## src/verilog/crg_pkg.sv

```systemverilog
package crg_pkg;

    // configuration word layout
    localparam int PLL_CFG_W  = 6;
    localparam int PLL1_SEL_W = 4;
    localparam int PLL2_SEL_W = 2;

    // pll control field widths
    localparam int REFDIV_W  = 6;
    localparam int FBDIV_W   = 12;
    localparam int POSTDIV_W = 3;

    // reset stretch
    localparam int RST_CNT_W = 20;
    localparam logic [RST_CNT_W-1:0] RST_CNT_END = 20'd131071;

    // pll1 integer-N table, fbdiv = base + step * select
    localparam logic [PLL1_SEL_W-1:0] PLL1_SEL_MAX    = 4'd8;
    localparam logic [FBDIV_W-1:0]    PLL1_FBDIV_BASE = 12'd16;
    localparam logic [FBDIV_W-1:0]    PLL1_FBDIV_STEP = 12'd4;
    localparam logic [REFDIV_W-1:0]   PLL1_REFDIV     = 6'd2;
    localparam logic [POSTDIV_W-1:0]  PLL1_POSTDIV1   = 3'd2;
    localparam logic [POSTDIV_W-1:0]  PLL1_POSTDIV2   = 3'd1;

    // pll2 select 1
    localparam logic [REFDIV_W-1:0]  PLL2_MID_REFDIV   = 6'd4;
    localparam logic [FBDIV_W-1:0]   PLL2_MID_FBDIV    = 12'd30;
    localparam logic [POSTDIV_W-1:0] PLL2_MID_POSTDIV1 = 3'd5;
    localparam logic [POSTDIV_W-1:0] PLL2_MID_POSTDIV2 = 3'd1;

    // pll2 select 2
    localparam logic [REFDIV_W-1:0]  PLL2_HI_REFDIV   = 6'd2;
    localparam logic [FBDIV_W-1:0]   PLL2_HI_FBDIV    = 12'd24;
    localparam logic [POSTDIV_W-1:0] PLL2_HI_POSTDIV1 = 3'd3;
    localparam logic [POSTDIV_W-1:0] PLL2_HI_POSTDIV2 = 3'd2;

    // bypass values, same for both plls
    localparam logic [REFDIV_W-1:0]  BYP_REFDIV  = 6'd2;
    localparam logic [FBDIV_W-1:0]   BYP_FBDIV   = 12'd20;
    localparam logic [POSTDIV_W-1:0] BYP_POSTDIV = 3'd1;

endpackage

```

## src/verilog/pll_ctrl_if.sv

```systemverilog
`timescale 1ns/1ps

interface pll_ctrl_if;
    import crg_pkg::*;

    logic                 bypass;
    logic [REFDIV_W-1:0]  refdiv;
    logic [FBDIV_W-1:0]   fbdiv;
    logic [POSTDIV_W-1:0] postdiv1;
    logic [POSTDIV_W-1:0] postdiv2;

    // decoder side
    modport src (
        output bypass,
        output refdiv,
        output fbdiv,
        output postdiv1,
        output postdiv2
    );

    modport snk (
        input bypass,
        input refdiv,
        input fbdiv,
        input postdiv1,
        input postdiv2
    );

endinterface

```

## src/verilog/crg_top.sv

```systemverilog
`timescale 1ns/1ps

module crg_top (
    input  logic                             sys_clk,
    input  logic                             rst_gen,
    input  logic [crg_pkg::PLL_CFG_W-1:0]    pll_cfg_i,
    output logic                             rst_core_n_o,

    output logic                             pll1_bypass_o,
    output logic [crg_pkg::REFDIV_W-1:0]     pll1_refdiv_o,
    output logic [crg_pkg::FBDIV_W-1:0]      pll1_fbdiv_o,
    output logic [crg_pkg::POSTDIV_W-1:0]    pll1_postdiv1_o,
    output logic [crg_pkg::POSTDIV_W-1:0]    pll1_postdiv2_o,

    output logic                             pll2_bypass_o,
    output logic [crg_pkg::REFDIV_W-1:0]     pll2_refdiv_o,
    output logic [crg_pkg::FBDIV_W-1:0]      pll2_fbdiv_o,
    output logic [crg_pkg::POSTDIV_W-1:0]    pll2_postdiv1_o,
    output logic [crg_pkg::POSTDIV_W-1:0]    pll2_postdiv2_o
);

    logic rst_sync_n;
    logic stretch_done;

    pll_ctrl_if pll1_ctrl ();
    pll_ctrl_if pll2_ctrl ();

    // input side synchronizer
    rst_sync u_rst_sync_in (
        .sys_clk      (sys_clk),
        .rst_gen      (rst_gen),
        .rst_sync_n_o (rst_sync_n)
    );

    rst_stretch u_rst_stretch (
        .sys_clk        (sys_clk),
        .rst_gen        (rst_sync_n),
        .stretch_done_o (stretch_done)
    );

    // done level reset-synchronized again before leaving the block
    rst_sync u_rst_sync_out (
        .sys_clk      (sys_clk),
        .rst_gen      (stretch_done),
        .rst_sync_n_o (rst_core_n_o)
    );

    pll_cfg_decode u_pll_cfg_decode (
        .pll_cfg_i (pll_cfg_i),
        .pll1      (pll1_ctrl.src),
        .pll2      (pll2_ctrl.src)
    );

    // pll1 control to pins
    assign pll1_bypass_o   = pll1_ctrl.bypass;
    assign pll1_refdiv_o   = pll1_ctrl.refdiv;
    assign pll1_fbdiv_o    = pll1_ctrl.fbdiv;
    assign pll1_postdiv1_o = pll1_ctrl.postdiv1;
    assign pll1_postdiv2_o = pll1_ctrl.postdiv2;

    // pll2 control to pins
    assign pll2_bypass_o   = pll2_ctrl.bypass;
    assign pll2_refdiv_o   = pll2_ctrl.refdiv;
    assign pll2_fbdiv_o    = pll2_ctrl.fbdiv;
    assign pll2_postdiv1_o = pll2_ctrl.postdiv1;
    assign pll2_postdiv2_o = pll2_ctrl.postdiv2;

endmodule

```

## src/verilog/pll_cfg_decode.sv

```systemverilog
`timescale 1ns/1ps

module pll_cfg_decode (
    input  logic [crg_pkg::PLL_CFG_W-1:0] pll_cfg_i,
    pll_ctrl_if.src                       pll1,
    pll_ctrl_if.src                       pll2
);
    import crg_pkg::*;

    logic [PLL1_SEL_W-1:0] pll1_sel;
    logic [PLL2_SEL_W-1:0] pll2_sel;
    logic                  pll1_in_range;
    logic [FBDIV_W-1:0]    pll1_fbdiv;

    // low nibble picks pll1, top two bits pick pll2
    assign pll1_sel = pll_cfg_i[PLL1_SEL_W-1:0];
    assign pll2_sel = pll_cfg_i[PLL_CFG_W-1:PLL1_SEL_W];

    // select 0 and anything past the table fall back to bypass
    assign pll1_in_range = (pll1_sel != '0) && (pll1_sel <= PLL1_SEL_MAX);

    // linear fbdiv ramp over the select range
    assign pll1_fbdiv = PLL1_FBDIV_BASE + PLL1_FBDIV_STEP * FBDIV_W'(pll1_sel);

    always_comb begin
        if (pll1_in_range) begin
            pll1.bypass   = 1'b0;
            pll1.refdiv   = PLL1_REFDIV;
            pll1.fbdiv    = pll1_fbdiv;
            pll1.postdiv1 = PLL1_POSTDIV1;
            pll1.postdiv2 = PLL1_POSTDIV2;
        end else begin
            pll1.bypass   = 1'b1;
            pll1.refdiv   = BYP_REFDIV;
            pll1.fbdiv    = BYP_FBDIV;
            pll1.postdiv1 = BYP_POSTDIV;
            pll1.postdiv2 = BYP_POSTDIV;
        end
    end

    // pll2 has only two real settings
    always_comb begin
        case (pll2_sel)
            2'd1: begin
                pll2.bypass   = 1'b0;
                pll2.refdiv   = PLL2_MID_REFDIV;
                pll2.fbdiv    = PLL2_MID_FBDIV;
                pll2.postdiv1 = PLL2_MID_POSTDIV1;
                pll2.postdiv2 = PLL2_MID_POSTDIV2;
            end
            2'd2: begin
                pll2.bypass   = 1'b0;
                pll2.refdiv   = PLL2_HI_REFDIV;
                pll2.fbdiv    = PLL2_HI_FBDIV;
                pll2.postdiv1 = PLL2_HI_POSTDIV1;
                pll2.postdiv2 = PLL2_HI_POSTDIV2;
            end
            default: begin
                // selects 0 and 3
                pll2.bypass   = 1'b1;
                pll2.refdiv   = BYP_REFDIV;
                pll2.fbdiv    = BYP_FBDIV;
                pll2.postdiv1 = BYP_POSTDIV;
                pll2.postdiv2 = BYP_POSTDIV;
            end
        endcase
    end

endmodule

```

## src/verilog/rst_stretch.sv

```systemverilog
`timescale 1ns/1ps

module rst_stretch (
    input  logic sys_clk,
    input  logic rst_gen,
    output logic stretch_done_o
);
    import crg_pkg::*;

    logic [RST_CNT_W-1:0] rst_cnt;

    // free-running until terminal count, then holds
    always_ff @(posedge sys_clk or negedge rst_gen) begin
        if (!rst_gen) begin
            rst_cnt <= '0;
        end else if (rst_cnt < RST_CNT_END) begin
            rst_cnt <= rst_cnt + 1'b1;
        end
    end

    // low until the count saturates
    assign stretch_done_o = (rst_cnt == RST_CNT_END);

endmodule

```

## src/verilog/rst_sync.sv

```systemverilog
`timescale 1ns/1ps

module rst_sync (
    input  logic sys_clk,
    input  logic rst_gen,
    output logic rst_sync_n_o
);

    // first two stages, output flop is the third
    logic [1:0] sync_q;

    // assert immediately, release after three edges
    always_ff @(posedge sys_clk or negedge rst_gen) begin
        if (!rst_gen) begin
            sync_q       <= 2'b00;
            rst_sync_n_o <= 1'b0;
        end else begin
            sync_q       <= {sync_q[0], 1'b1};
            rst_sync_n_o <= sync_q[1];
        end
    end

endmodule
```

## config.mk

```make
export PLATFORM = sky130hd
export DESIGN_NAME = crg_top
export DESIGN_NICKNAME = d
export VERILOG_FILES = /design/src/verilog/crg_pkg.sv /design/src/verilog/pll_ctrl_if.sv /design/src/verilog/crg_top.sv /design/src/verilog/pll_cfg_decode.sv /design/src/verilog/rst_stretch.sv /design/src/verilog/rst_sync.sv
export SDC_FILE = /design/constraint.sdc
export NUM_CORES = 1
export LEC_CHECK = 0
export ABC_AREA = 0
export BUFFER_PORTS_ARGS = -buffer_cell sky130_fd_sc_hd__buf_2
export CAP_MARGIN = 25
export CORE_ASPECT_RATIO = 0.9
export CORE_UTILIZATION = 49
export DETAILED_ROUTE_END_ITERATION = 8
export GPL_ROUTABILITY_DRIVEN = 0
export PLACE_DENSITY = 0.81
export SETUP_SLACK_MARGIN = 0.2
export SYNTH_ARGS = -nofsm -noshare
export SYNTH_HDL_FRONTEND = slang
export SYNTH_SLANG_ARGS = --single-unit
```

## constraint.sdc

```tcl
create_clock -name sys_clk -period 2 [get_ports sys_clk]
set_clock_uncertainty 0.2 [all_clocks]
set_input_delay 0.3 -clock sys_clk [delete_from_list [all_inputs] [get_ports sys_clk]]
set_output_delay 0.3 -clock sys_clk [all_outputs]
set_load 0.05 [all_outputs]
```

==> results.ini <==
[critical_path]
crit_path_start_kind=flip-flop
crit_arrival_ns=2.19
required_ns=2.06
path_cells=or4b_4 > or4_4 > a211oi_2 > xor2_1
crit_type=reg -> reg
slowest_delay_ns=0.56
crit_slowest_cell=or4b_4
critPathMaxFanout=6
cp-end-kind=flip-flop

[timing]
max_freq_mhz=468
min_period_ns=2.14
fin_crit_sh=1.07
drv_slew=0
rsz0062_at_grt=yes
hold-worst-slack_ns=-0.000382
hold_viol_final=2
setup_viol=16
finalWorstSetupSlack_ns=-0.137

[finish]
nNetsFinal=218
syn_to_final_growth_pct=22.4
antenna_cells=0
drive_gt1_frac=0.368
final_util=0.631

[floorplanning]
core-area_um2=3040
die_y_um=55.7
start_util=0.515
row_count=19
die_area_um2=3430
die_w_um=61.6
pin_count=59

[clock_network]
cts_inserted_buffers=3
root_buffer=clkbuf_4
cts.sinks=26
clock_path_buffers=2
clkTransAtPathRegs_ns=0.14
clk_latency_ns=0.32
htreeDepth=1
cts_tree=done

[placement]
dp_hpwl_um=1780
port_buffers=26

[route]
drtIter0Drc=13
wl_per_cell_um=11.0
drt_first_pass_iters=4
routed_wl_um=2680
via_count=1115
vias_per_cell=4.59
drc=0
final_antenna_net_count=0

[synthesis]
yosysWarnings=0
netlist_instances=160
synth_ff_type=dfrtp_1
avgSynthCellArea_um2=9.80
synth-seq-cells=26
yosys.area.top_type_share=0.415
syn-cell-area_um2=1570
synth.area.top_cells=dfrtp_1 (42%), buf_4 (18%), ha_1 (6.4%), xor2_1 (5.6%), a211oi_1 (2.9%)
ys_seq_area_frac=0.415
synth.distinct_cells=34
synth-edff-count=0
yosysTopAreaCell=dfrtp_1
async_flop_share=1.00

[hold_path]
hold_class=reg -> async

[global_routing]
track_usage=0.169
grt_max_degree=21
globalRouteOverflowTotal=0
first_global_vias=1078
antenna_found_initial=0
grt_pass1_wl_um=4400

[pwr]
p_leak_uw=0.00101
finalPower_uw=1100
ir_drop_mv=0.373
power.density_nw_per_um2=571

[run_status]
violations=negative hold slack, negative setup slack
status=complete, but fails checks

[job]
maxCapViolCount=0

## power by group
part / total (uW) / switching (uW) / internal, uW
sequential: 533 / 1.47 / 532
clock: 265 / 154 / 111
combinational: 298 / 254 / 44.2
## layer usage
| layer | vias up | part of all wire | GRT usage |
|---|---|---|---|
| li1 | 542 | - | - |
| met1 | 529 | 0.41 | 0.184 |
| met2 | 37 | 0.53 | 0.316 |
| met3 | 7 | 0.037 | 0.0163 |
| met4 | 0 | 0.023 | 0.0698 |
| met5 | - | 0 | 0 |
## synth_stat cells (3+ instances only)
library cell,number
nor3_1,4
a21oi_1,5
buf_4,37
ha_1,8
a21boi_0,3
a211oi_1,6
xor2_1,10
nand3_1,4
dfrtp_1,26
inv_1,12
nand4_1,3
nor2_1,4
nand2_1,9
and2_1,3
## what timing repair did
| action | CTS | global route |
|---|---|---|
| setup endpoints to repair | 22 | 27 |
| cloned | 0 | 0 |
| buffers inserted | 8 | 2 |
| hold buffers | 1 | 0 |
| resized for setup | 11 | 21 |
| hold endpoints to repair | 3 | 0 |
| pin swaps | 5 | 5 |
## cells in the final DEF, fill, tap and decap left out, types with 3 or more instances in the layout
cell type,Yosys,final
conb_1,2,34
dfrtp_1,26,25
buf_2,1,22
buf_4,37,19
xor2_1,10,10
inv_1,12,9
nand2_1,9,9
ha_1,8,6
a21oi_1,5,5
nor2_1,4,4
nand3_1,4,4
nand4_1,3,3
a211oi_2,0,3
a211oi_1,6,3
clkbuf_4,0,3
## critical path: cells and delay by family, from the launching register on
family          cells  cell delay (ns)
simple gates        2             1.06
flops               1             0.41
compound gates      1             0.25
xor+xnor            1             0.16
## state kept, by name (all words and copies together), names as in the netlist
name and cells:
u_rst_sync_in.sync_q 2, u_rst_stretch.rst_cnt 20, u_rst_sync_out.sync_q 2, u_rst_sync_in.rst_sync_n_o 1, u_rst_sync_out.rst_sync_n_o 1
## layout make-up
type	instances	area, um2
repair buffers	46	315
flip-flops and latches	26	652
well taps	42	52.6
clock buffers	4	36.3
inverters	12	47.5
fillers	253	1120
multi-input cells	113	816
## stage by stage
step	cell area, um2	setup WS (ns)	TNS (ns)	hold WS, ns	instances
4_1_cts	1830	-0.130	-0.627	0.0108	241
6_report	1920	-0.137	-0.919	-0.000382	243
3_3_place_gp	1680	-0.0906	-0.296	-0.104	228
5_1_grt	1920	-0.201	-2.30	0.0478	243
3_5_place_dp	1680	-0.102	-0.731	-0.101	228
2_1_floorplan	1740	-0.0728	-0.349	-0.196	192
## final timing paths
| check | slack [ns] | to | startpoint | cells past startpoint |
|---|---|---|---|---|
| setup reg to reg | -0.14 | u_rst_stretch.rst_cnt[11] | u_rst_stretch.rst_cnt[18] | 4 |
| hold reg to reg | -0.0004 | u_rst_stretch.rst_cnt[6] | u_rst_sync_in.rst_sync_n_o | 1 |
| max in group asynchronous | 0.35 | u_rst_sync_out.sync_q[0] | u_rst_stretch.rst_cnt[18] | 4 |
| setup / recovery | -0.14 | u_rst_stretch.rst_cnt[11] | u_rst_stretch.rst_cnt[18] | 4 |
| hold / removal | -0.0004 | u_rst_stretch.rst_cnt[6] | u_rst_sync_in.rst_sync_n_o | 1 |
| min in group sys_clk | 0.17 | u_rst_sync_out.rst_sync_n_o | u_rst_sync_out.sync_q[1] | 0 |
## cells by family after synthesis
| logic type | Yosys count | share of synthesized area |
|---|---|---|
| AND/OR/NAND/NOR | 37 | 0.129 |
| other | 2 | 0.00479 |
| flip-flops | 26 | 0.415 |
| AO/OA/AOI/OAI | 21 | 0.0926 |
| XOR/XNOR | 12 | 0.0670 |
| adder cells (fa/ha/maj) | 8 | 0.0638 |
| buffers and inverters | 53 | 0.220 |
| multiplexers | 1 | 0.00718 |
(Power assumes the default switching activity.)
